File: src/key_event_latch.sv
`timescale 1ns/1ns

module key_event_latch (
    input  logic       CLOCK_50,
    input  logic       KEY0,
    input  logic       key_valid,
    input  logic [7:0] key_ascii_in,
    input  logic       irq_ack,
    output logic [7:0] key_ascii,
    output logic [3:0] irq_vector
);

    logic new_key;

    // Zero codes are key releases or unmapped keys
    assign new_key = key_valid && key_ascii_in != 8'd0;

    always_ff @(posedge CLOCK_50 or negedge KEY0) begin
        if (!KEY0) begin
            key_ascii <= 8'd0;
            irq_vector <= 4'd0;
        end else begin
            if (new_key) begin
                key_ascii <= key_ascii_in;
            end
            // A key in the ack cycle keeps the interrupt raised
            if (new_key) begin
                irq_vector <= 4'd1;
            end else if (irq_ack && irq_vector != 4'd0) begin
                irq_vector <= 4'd0;
            end
        end
    end

endmodule

File: config.mk
export PLATFORM = sky130hd
export DESIGN_NAME = key_event_latch
export DESIGN_NICKNAME = d
export VERILOG_FILES = /design/src/key_event_latch.sv
export SDC_FILE = /design/constraint.sdc
export NUM_CORES = 1
export LEC_CHECK = 0
export BUFFER_PORTS_ARGS = -buffer_cell sky130_fd_sc_hd__buf_2
export CAP_MARGIN = 20
export CORE_AREA = 2 2 39 41
export CTS_CLUSTER_DIAMETER = 50
export DETAILED_ROUTE_END_ITERATION = 7
export DIE_AREA = 0 0 41 43
export PLACE_DENSITY = 0.66
export REMOVE_ABC_BUFFERS = 1
export SLEW_MARGIN = 40
export SYNTH_ARGS = -nofsm -noshare
export SYNTH_HDL_FRONTEND = slang
export SYNTH_SLANG_ARGS = --single-unit
File: constraint.sdc
create_clock -name CLOCK_50 -period 0.8 [get_ports CLOCK_50]
set_input_delay 0.08 -clock CLOCK_50 [delete_from_list [all_inputs] [get_ports CLOCK_50]]
set_output_delay 0.08 -clock CLOCK_50 [all_outputs]
set_load 0.03 [all_outputs]
==> flow_metrics.py <==
metrics = {
    "die": {
        "io_pins": 24,
        "initial_utilization_pct": 26.9,
        "placeableCoreArea_um2": 1380,
        "floorplan.die.width_um": 41,
        "std_cell_rows": 14,
        "die_h_um": 43,
        "design.die.area_um2": 1760,
    },
    "synthesis": {
        "synth_enable_flop_cells": 0,
        "ys.warnings.count": 0,
        "synth_largest_type_area_fraction_pct": 60.4,
        "postSynth.asyncResetShare_pct": 100,
        "synthesis.instances": 27,
        "post_synthesis_cell_area_um2": 373,
        "ys_seq_elements": 9,
        "synth.cells.most_frequent": "sky130_fd_sc_hd__dfrtp_1, sky130_fd_sc_hd__a22o_1, sky130_fd_sc_hd__buf_4",
        "synthDominantAreaCellType": "sky130_fd_sc_hd__dfrtp_1",
        "number_of_library_cell_types_mapped_by_synthesis": 9,
        "yosys.cell_count.top_type": "sky130_fd_sc_hd__dfrtp_1",
        "synth_top_flop_cell": "sky130_fd_sc_hd__dfrtp_1",
        "synth_top_cells_by_area": "sky130_fd_sc_hd__dfrtp_1, sky130_fd_sc_hd__a22o_1, sky130_fd_sc_hd__buf_4",
        "synth.avg_cell_area_um2": 13.8,
        "seq_area_frac_synth_pct": 60.4,
    },
    "clocking": {
        "sink_count_of_the_clock_tree": 9,
        "cts_tree": "done",
        "cts_buffers": 3,
        "clk-insertion-delay-late_ns": 0.26,
        "clk_pin_slew_worst_paths_ns": 0.06,
        "cell_at_the_root_of_the_clock_tree": "sky130_fd_sc_hd__clkbuf_4",
        "cts_max_path_buffers": 2,
        "cts_max_level": 1,
    },
    "place": {
        "number_of_buffers_added_on_ports": 20,
        "globalplace.congestion": 0.635,
        "dp_hpwl_um": 674,
    },
    "route": {
        "drt.antenna.violating_nets": 0,
        "dr.first_iter.drc_count": 13,
        "avgViaCountPerCell": 4.43,
        "wl_per_cell_um": 14.4,
        "detail_route.first_pass.iterations": 2,
        "drcViolationCount": 0,
        "detailroute.via_count": 359,
        "drt_wl_total_um": 1170,
    },
    "cells_and_area": {
        "drive_above_1_share_pct": 61.5,
        "fin_nets": 78,
        "layout.area.seq_um2": 225,
        "multiInputGateArea_um2": 141,
        "ant_diodes": 0,
        "fillerInstances": 129,
        "area_delta_synth_final_pct": 91.9,
    },
    "grt": {
        "first_global_vias": 385,
        "number_of_antenna_violations_at_the_first_check_in_global_routing": 0,
        "pin_count_of_the_biggest_net_entering_global_routing": 11,
        "grt_first_pass_wirelength_um": 1730,
        "overflow": 0,
        "groute.usage.overall_pct": 15.3,
    },
    "setup_path": {
        "critical_path.max_stage_delay_ns": 0.57,
        "setup.worst_path.end_class": "register",
        "crit_required_ns": 1.00,
        "rr_endpoint": "key_ascii[6]",
        "critPathSlowestCell": "sky130_fd_sc_hd__or4_4",
        "worst_ep_arrival_time_ns": 1.15,
        "crit_start": "key_ascii_in[7]",
        "rrSetupSlack_ns": -0.04,
        "worstPathCellList": "buf_6 -> or4_4 -> o21ai_4 -> a22o_1",
        "critPathMaxFanout": 5,
        "worst-r2r-cell-count": 2,
        "setup.worst_path.start_class": "input port",
        "worst_r2r_startpoint": "key_ascii[6]",
        "worstSetupPathType": "input port to register",
    },
    "timing": {
        "timing.final.hold_violations": 0,
        "slew_viol_final": 0,
        "final.hold.worst_slack_ns": 0.0721,
        "post-route-min-period_ns": 0.949,
        "grt_setup_unrepaired": "true",
        "fin_skew_ns": 0,
        "maxClockFrequency_mhz": 1050,
        "postLayoutSetupSlackWorst_ns": -0.149,
        "share_of_the_clock_period_used_by_the_worst_path_after_layout_pct": 119,
        "finalSetupViolations": 18,
    },
    "hold_path": {
        "min-delay-path-class": "input port to register",
        "source_of_the_worst_hold_timing_path": "key_ascii_in[1]",
        "min_path_cells": 2,
        "min_to": "key_ascii[1]",
    },
    "status": {
        "violations": "negative setup slack",
        "status": "finished, violations left",
    },
    "power": {
        "design_power_total_w": 0.00126,
        "total_power_per_unit_cell_area_nw_per_um2": 1770,
        "worst_ir_drop_vdd_uv": 716,
        "total_leakage_power_nw": 0.361,
    },
    "flow_run": {
        "drv_cap": 0,
    },
}
## report_power, final
| part | switching [W] | leakage, nW | internal (W) |
|---|---|---|---|
| Combinational | 0.000186 | 0.238 | 0.000195 |
| Clock | 0.000164 | 0.0150 | 0.000192 |
| Sequential | 0.0000317 | 0.108 | 0.000495 |
| Total | 0.000382 | 0.361 | 0.000883 |
## worst max path at each step
| stage | to | slack [ns] | cells after the start |
|---|---|---|---|
| 2_1_floorplan | irq_vector[0] | -0.28 | 3 |
| 3_3_place_gp | irq_vector[0] | -0.45 | 4 |
| 3_5_place_dp | irq_vector[0] | -0.48 | 4 |
| 4_1_cts | key_ascii[6] | -0.14 | 4 |
| 5_1_grt | key_ascii[2] | -0.17 | 4 |
| 6_report | key_ascii[6] | -0.15 | 4 |
## metrics by stage
stage / setup TNS [ns] / utilization, % / cell area, um^2 / cells / setup WS (ns)
final: -1.87 / 51.7 / 716 / 81 / -0.149
after global routing: -2.28 / 51.7 / 716 / 81 / -0.172
after CTS: -1.72 / 50.7 / 702 / 80 / -0.136
after detailed placement: -4.07 / 38.1 / 527 / 68 / -0.478
after global placement: -3.76 / 38.1 / 527 / 68 / -0.447
after floorplan: -2.30 / - / 354 / 25 / -0.282
## state kept, by name, indices dropped and copies added, names as in the netlist
name and flops:
key_ascii 8, irq_vector 1
## what timing repair did
action                                 in CTS  in global routing
setup endpoints to repair                  18                 18
hold buffers                                2                  0
gates cloned                                1                  0
pin swaps                                  10                  4
gates resized for setup                    23                  1
buffers inserted                            5                  1
endpoints found under the hold margin      10                  0
## cells by family (layout without fill, tap and decap cells)
logic type	after synthesis	after routing	share of synthesized area, %
AND/OR/NAND/NOR	2	2	6.04
other	1	3	1.01
flip-flops	9	9	60.4
buffers and inverters	5	40	8.05
AO/OA/AOI/OAI	10	11	24.5
## critical path: cells and delay by family
kind | cells | cell delay [ns]
and+or+nand+nor | 1 | 0.57
AOI/OAI and AO/OA | 2 | 0.40
buffers and inverters | 1 | 0.09
## area by class of cell
cell class,instances,area share (%)
repair buffers,35,41.8
flip-flops and latches,9,31.5
multi-input cells,16,19.8
inverters,1,0.524
well taps,16,2.80
clock buffers,4,3.67
## layout by cell type, fill, tap and decap left out
| cell | instances |
|---|---|
| sky130_fd_sc_hd__a22o_1 | 8 |
| sky130_fd_sc_hd__buf_2 | 7 |
| sky130_fd_sc_hd__buf_4 | 13 |
| sky130_fd_sc_hd__buf_6 | 13 |
| sky130_fd_sc_hd__clkbuf_1 | 1 |
| sky130_fd_sc_hd__clkbuf_4 | 3 |
| sky130_fd_sc_hd__conb_1 | 3 |
| sky130_fd_sc_hd__dfrtp_1 | 9 |
| sky130_fd_sc_hd__dlygate4sd3_1 | 2 |
| sky130_fd_sc_hd__inv_1 | 1 |
| sky130_fd_sc_hd__o21ai_1 | 1 |
| sky130_fd_sc_hd__o21ai_4 | 2 |
| sky130_fd_sc_hd__or4_4 | 2 |
## metal layers
| layer | share of wire [%] | GRT usage, % | wire, um |
|---|---|---|---|
| met4 | 0 | 6.00 | 0 |
| met5 | 0 | 0 | 0 |
| met3 | 7.7 | 5.24 | 90 |
| met1 | 41 | 18.3 | 481 |
| met2 | 51 | 24.1 | 598 |
Power figures use the tool's default switching activity.
