$ cat src/bus_map_pkg.sv
package bus_map_pkg;

    // RAM window, one 32-bit word per 4-byte step
    localparam logic [31:0] ram_base = 32'h0000_1000;
    localparam int ram_words = 1024;

    // Words preloaded from the hex image
    localparam int ram_init_words = 16;

    // Single-word peripheral registers
    localparam logic [31:0] key_addr = 32'h0000_8000;
    localparam logic [31:0] uart_addr = 32'h0000_8008;
    localparam logic [31:0] sd_addr_reg = 32'h0000_8010;
    localparam logic [31:0] sd_read_reg = 32'h0000_8018;
    localparam logic [31:0] sd_avail_reg = 32'h0000_8020;

    // SD sector buffer, byte addressed
    localparam logic [31:0] sd_buf_base = 32'h0000_9000;
    localparam int sd_buf_bytes = 512;
    localparam int sd_idx_w = $clog2(sd_buf_bytes);

    // Decoded target of a bus access
    typedef enum logic [2:0] {
        region_none,
        region_ram,
        region_key,
        region_uart,
        region_sd_addr,
        region_sd_read,
        region_sd_avail,
        region_sd_buf
    } region_e;

endpackage

$ cat src/sd_sector_buffer.sv
`timescale 1ns/1ns

module sd_sector_buffer (
    input  logic                             CLOCK_50,
    input  logic                             KEY0,
    input  logic                             byte_valid,
    input  logic [7:0]                       byte_in,
    input  logic                             restart,
    input  logic [bus_map_pkg::sd_idx_w-1:0] rd_index,
    output logic [7:0]                       rd_byte,
    output logic                             available
);
    import bus_map_pkg::*;

    logic [7:0]          store [sd_buf_bytes];
    logic [sd_idx_w-1:0] wr_index;
    logic                last_byte;

    assign last_byte = wr_index == sd_idx_w'(sd_buf_bytes - 1);

    // Byte store, read port is asynchronous
    always_ff @(posedge CLOCK_50) begin
        if (byte_valid && !restart) begin
            store[wr_index] <= byte_in;
        end
    end

    assign rd_byte = store[rd_index];

    // A new read start drops any partly filled sector
    always_ff @(posedge CLOCK_50 or negedge KEY0) begin
        if (!KEY0) begin
            wr_index <= '0;
            available <= 1'b0;
        end else if (restart) begin
            wr_index <= '0;
            available <= 1'b0;
        end else if (byte_valid) begin
            // Index wraps to zero after the last byte
            wr_index <= wr_index + 1'b1;
            if (last_byte) begin
                available <= 1'b1;
            end
        end
    end

endmodule

$ cat config.mk
export PLATFORM = sky130hd
export DESIGN_NAME = sd_sector_buffer
export DESIGN_NICKNAME = d
export VERILOG_FILES = /design/src/bus_map_pkg.sv /design/src/sd_sector_buffer.sv
export SDC_FILE = /design/constraint.sdc
export NUM_CORES = 2
export LEC_CHECK = 0
export BUFFER_PORTS_ARGS = -buffer_cell sky130_fd_sc_hd__buf_2
export CORE_ASPECT_RATIO = 1.75
export CORE_MARGIN = 4
export CORE_UTILIZATION = 30
export DETAILED_ROUTE_END_ITERATION = 7
export PLACE_DENSITY = 0.42
export SLEW_MARGIN = 0
export SYNTH_ARGS = -nofsm -noshare
export SYNTH_HDL_FRONTEND = slang
export SYNTH_SLANG_ARGS = --single-unit
$ cat constraint.sdc
create_clock -name CLOCK_50 -period 2.55 [get_ports CLOCK_50]
set_input_delay 0.3825 -clock CLOCK_50 [delete_from_list [all_inputs] [get_ports CLOCK_50]]
set_output_delay 0.3825 -clock CLOCK_50 [all_outputs]
set_load 0.05 [all_outputs]
==> impl_metrics.csv <==
group,metric,value,unit
outcome,status,"complete, but fails checks",
outcome,failed_checks,"negative setup slack",
critical_path,path_max_fanout,19,
global_routing,grt_pass1_vias,91181,
timing,min_period,3860,ps
logic_synthesis,syn_nets,8176,
logic_synthesis,synth-edff-count,4096,
logic_synthesis,avgSynthCellArea,19.7,um^2
logic_synthesis,synth_top_cells_by_area,"sky130_fd_sc_hd__edfxtp_1 (77%), sky130_fd_sc_hd__mux4_2 (9.2%), sky130_fd_sc_hd__mux2i_1 (4.8%), sky130_fd_sc_hd__o221ai_1 (2.0%), sky130_fd_sc_hd__nor2_1 (1.6%)",
logic_synthesis,synth-compound-area-share,4.27,%
logic_synthesis,yosysWarningCount,0,
global_routing,grt_usage,18.6,%
floorplanning,dieWidth,561,um
timing,setup_viol,8,
logic_synthesis,yosys.area_share.adder,0.0389,%
drt,routed_via_density,4.92,
logic_synthesis,post_synthesis_instance_area,0.161,mm^2
min_path,hold_path.startpoint,"restart",
drt,drt-initial-drc-count,6096,
clock_network,clk_transition_reported_paths,70,ps
critical_path,required_time_of_the_critical_path,2170,ps
global_routing,grt_start_max_net_pins,132,
place,dp.final_hpwl,364000,um
critical_path,crit_start,"rd_index[1]",
logic_synthesis,postSynth.asyncResetShare,0.244,%
clock_network,total_clock_buffers_created_by_cts,376,
global_routing,remaining_overflow_grt,0,
power,power_density,716,mW/mm^2
timing,rsz0062_at_grt,"true",
drt,drcViolationCount,0,
logic_synthesis,post_synth_mux_area_share,14.1,%
clock_network,clkLatencyLatePin,950,ps
clock_network,cts.root.buffer_cell,"sky130_fd_sc_hd__clkbuf_16",
logic_synthesis,synth_seq_cells,4106,
logic_synthesis,synth-seq-area-share,76.7,%
logic_synthesis,yosysMostFrequentCell,"sky130_fd_sc_hd__edfxtp_1",
min_path,worstHoldEndpoint,"wr_index[8]$_DFFE_PN0P_",
floorplanning,io_pins,30,
power,power.ir.vdd_worst,0.600,mV
critical_path,crit_start_category,"input port",
logic_synthesis,synth_cells,8150,
global_routing,grt_first_pass_wirelength,726000,um
critical_path,reg2reg_slack,130,ps
floorplanning,rows,355,
logic_synthesis,synth.lib_cells_used.distinct,58,
logic_synthesis,synth_top_family_by_area,"multiplexers",
logic_synthesis,yosys_most_used_dff,"sky130_fd_sc_hd__edfxtp_1",
critical_path,worst_r2r_path_depth,6,
timing,hold_viol,0,
logic_synthesis,xor_xnor_cell_area_share_of_the_yosys_netlist,0.0382,%
clock_network,cts.sinks,4106,
timing,finalMaxSlewViolations,0,
finish,nets,9827,
drt,firstDrtPassIters,6,
logic_synthesis,yosys.area_share.simple,2.81,%
floorplanning,core_area,0.534,mm^2
timing,slew-limit-headroom,37.4,%
clock_network,tritoncts,"yes",
logic_synthesis,yosys.area.top_type_share,76.5,%
power,cellLeakagePower,64.9,nW
finish,synth_to_final_area_change,22.6,%
floorplanning,start_util,30.1,%
global_routing,antenna_found_initial,24,
clock_network,cts-htree-levels,5,
timing,worst_slew_pin_slew,935,ps
place,gp_routability_congestion,0.890,
clock_network,max_buffers_root_to_sink,4,
drt,met2RoutedLength,295000,um
critical_path,r2r-end,"store[238][3]$_DFFE_PP_",
drt,detailroute.wirelength.met3,15500,um
min_path,hold_class,"input port to register",
finish,fillerInstances,49541,
place,place_inst,16550,
critical_path,worstPathArrival,3480,ps
finish,drive_above_1_share,32.1,%
timing,clock.fmax,259,MHz
drt,routed_metal_1_wire_length,190000,um
drt,routed_len_inst,30.4,um
logic_synthesis,yosys.area.top_type,"sky130_fd_sc_hd__edfxtp_1",
finish,final-instance-count-excl-fill,17261,
critical_path,worstSetupPathType,"input port to output port",
critical_path,crit_end_element,"output port",
drt,final_antenna_net_count,0,
drt,dr.max_layer_used,"met5",
timing,clock_skew,30.6,ps
finish,utilization,36.9,%
place,io_buffer_count,29,
drt,routed_via_count,84955,
timing,final_min_period_over_clock_period,151,%
critical_path,worstReg2RegStart,"wr_index[0]$_DFFE_PN0P_",
floorplanning,floorplan.die_area,0.548,mm^2
power,power,141,mW
min_path,worst_hold_path.num_cells,3,
run,drv_cap,0,
logic_synthesis,yosys-top-cells-count,"sky130_fd_sc_hd__edfxtp_1 (4096), sky130_fd_sc_hd__mux2i_1 (770), sky130_fd_sc_hd__nor2_1 (680)",
timing,worst_slack,-1310,ps
timing,fin_worst_hold_slack,431,ps
floorplanning,chipHeight,976,um
drt,finalWirelength,524000,um
layout by cell type, fill, tap and decap left out, types with 53 or more instances in the layout:
cell type | Yosys | routed
sky130_fd_sc_hd__edfxtp_1 | 4096 | 4096
sky130_fd_sc_hd__buf_4 | 43 | 1506
sky130_fd_sc_hd__mux2i_1 | 770 | 753
sky130_fd_sc_hd__nor2_1 | 680 | 665
sky130_fd_sc_hd__mux4_2 | 657 | 657
sky130_fd_sc_hd__clkbuf_16 | 0 | 389
sky130_fd_sc_hd__o221ai_1 | 364 | 307
sky130_fd_sc_hd__buf_12 | 17 | 221
sky130_fd_sc_hd__o22ai_1 | 179 | 162
sky130_fd_sc_hd__a21oi_1 | 176 | 159
sky130_fd_sc_hd__nand2_1 | 153 | 127
sky130_fd_sc_hd__o21ai_0 | 137 | 97
sky130_fd_sc_hd__clkbuf_1 | 256 | 81
sky130_fd_sc_hd__nor3_1 | 99 | 75
sky130_fd_sc_hd__clkinv_1 | 0 | 72
sky130_fd_sc_hd__clkinv_2 | 0 | 62
sky130_fd_sc_hd__o221ai_2 | 3 | 57
sky130_fd_sc_hd__nand3_1 | 59 | 53
power by group:
| group | switching [mW] | internal (mW) | leakage [nW] |
|---|---|---|---|
| logic | 5.62 | 3.52 | 22.0 |
| registers | 0.00747 | 74.2 | 36.9 |
| clock network | 25.5 | 32.2 | 5.97 |
state kept, by name, indices dropped and copies added, names as in the netlist:
signal	flops
available	1
store	4096
wr_index	9
kinds of logic after synthesis:
| group | after synthesis |
|---|---|
| fa+ha+maj | 5 |
| xor+xnor | 7 |
| flops | 4106 |
| buf+inv | 529 |
| compound gates | 979 |
| simple gates | 1083 |
| mux | 1441 |
metrics by stage:
step           TNS [ps]  area, um^2  setup slack [ps]
6_report          -9420      197000             -1310
5_1_grt           -9820      197000             -1370
4_1_cts          -10250      196000             -1370
3_5_place_dp     -14900      183000             -2250
3_3_place_gp     -15240      183000             -2300
2_1_floorplan      -495      161000              -101
repair_timing:
item                                    CTS  global route
endpoints found under the setup margin   14            15
hold buffers                             13             0
resized for setup                       215           110
endpoints found under the hold margin   258             0
setup buffers                             5            11
cloned                                    0             4
pin swaps                                62            52
cell type report:
class,count,area [um^2],share of cell area [%]
Tap cell,7140,8930,4.53
Antenna cell,13,32.5,0.0165
Inverter,7,33.8,0.0171
Multi-Input combinational cell,3515,35900,18.2
Timing Repair Buffer,1795,16700,8.45
Clock buffer,466,9940,5.04
Clock inverter,219,2300,1.17
Sequential cell,4106,123000,62.6
critical path: stages:
cell	delay (ps)
sky130_fd_sc_hd__buf_8	110
sky130_fd_sc_hd__or2_4	360
sky130_fd_sc_hd__buf_12	200
sky130_fd_sc_hd__buf_12	200
sky130_fd_sc_hd__buf_4	160
sky130_fd_sc_hd__buf_4	140
sky130_fd_sc_hd__o221ai_2	230
sky130_fd_sc_hd__buf_4	170
sky130_fd_sc_hd__o32ai_1	100
sky130_fd_sc_hd__a211o_1	300
sky130_fd_sc_hd__nor4_4	340
sky130_fd_sc_hd__buf_4	210
sky130_fd_sc_hd__o2111a_2	320
sky130_fd_sc_hd__buf_12	160
worst max path at each step:
stage | endpoint | depth (start not counted)
2_1_floorplan | rd_byte[6] | 11
3_3_place_gp | rd_byte[1] | 13
3_5_place_dp | rd_byte[1] | 13
4_1_cts | rd_byte[6] | 10
5_1_grt | rd_byte[6] | 9
6_report | rd_byte[6] | 14
metal layers:
layer | vias to the layer above | GRT usage, %
met4 | 10 | 7.09
met5 | - | 0
met3 | 673 | 1.65
li1 | 37053 | -
met2 | 1774 | 36.7
met1 | 45445 | 20.3
(Power assumes the default switching activity.)
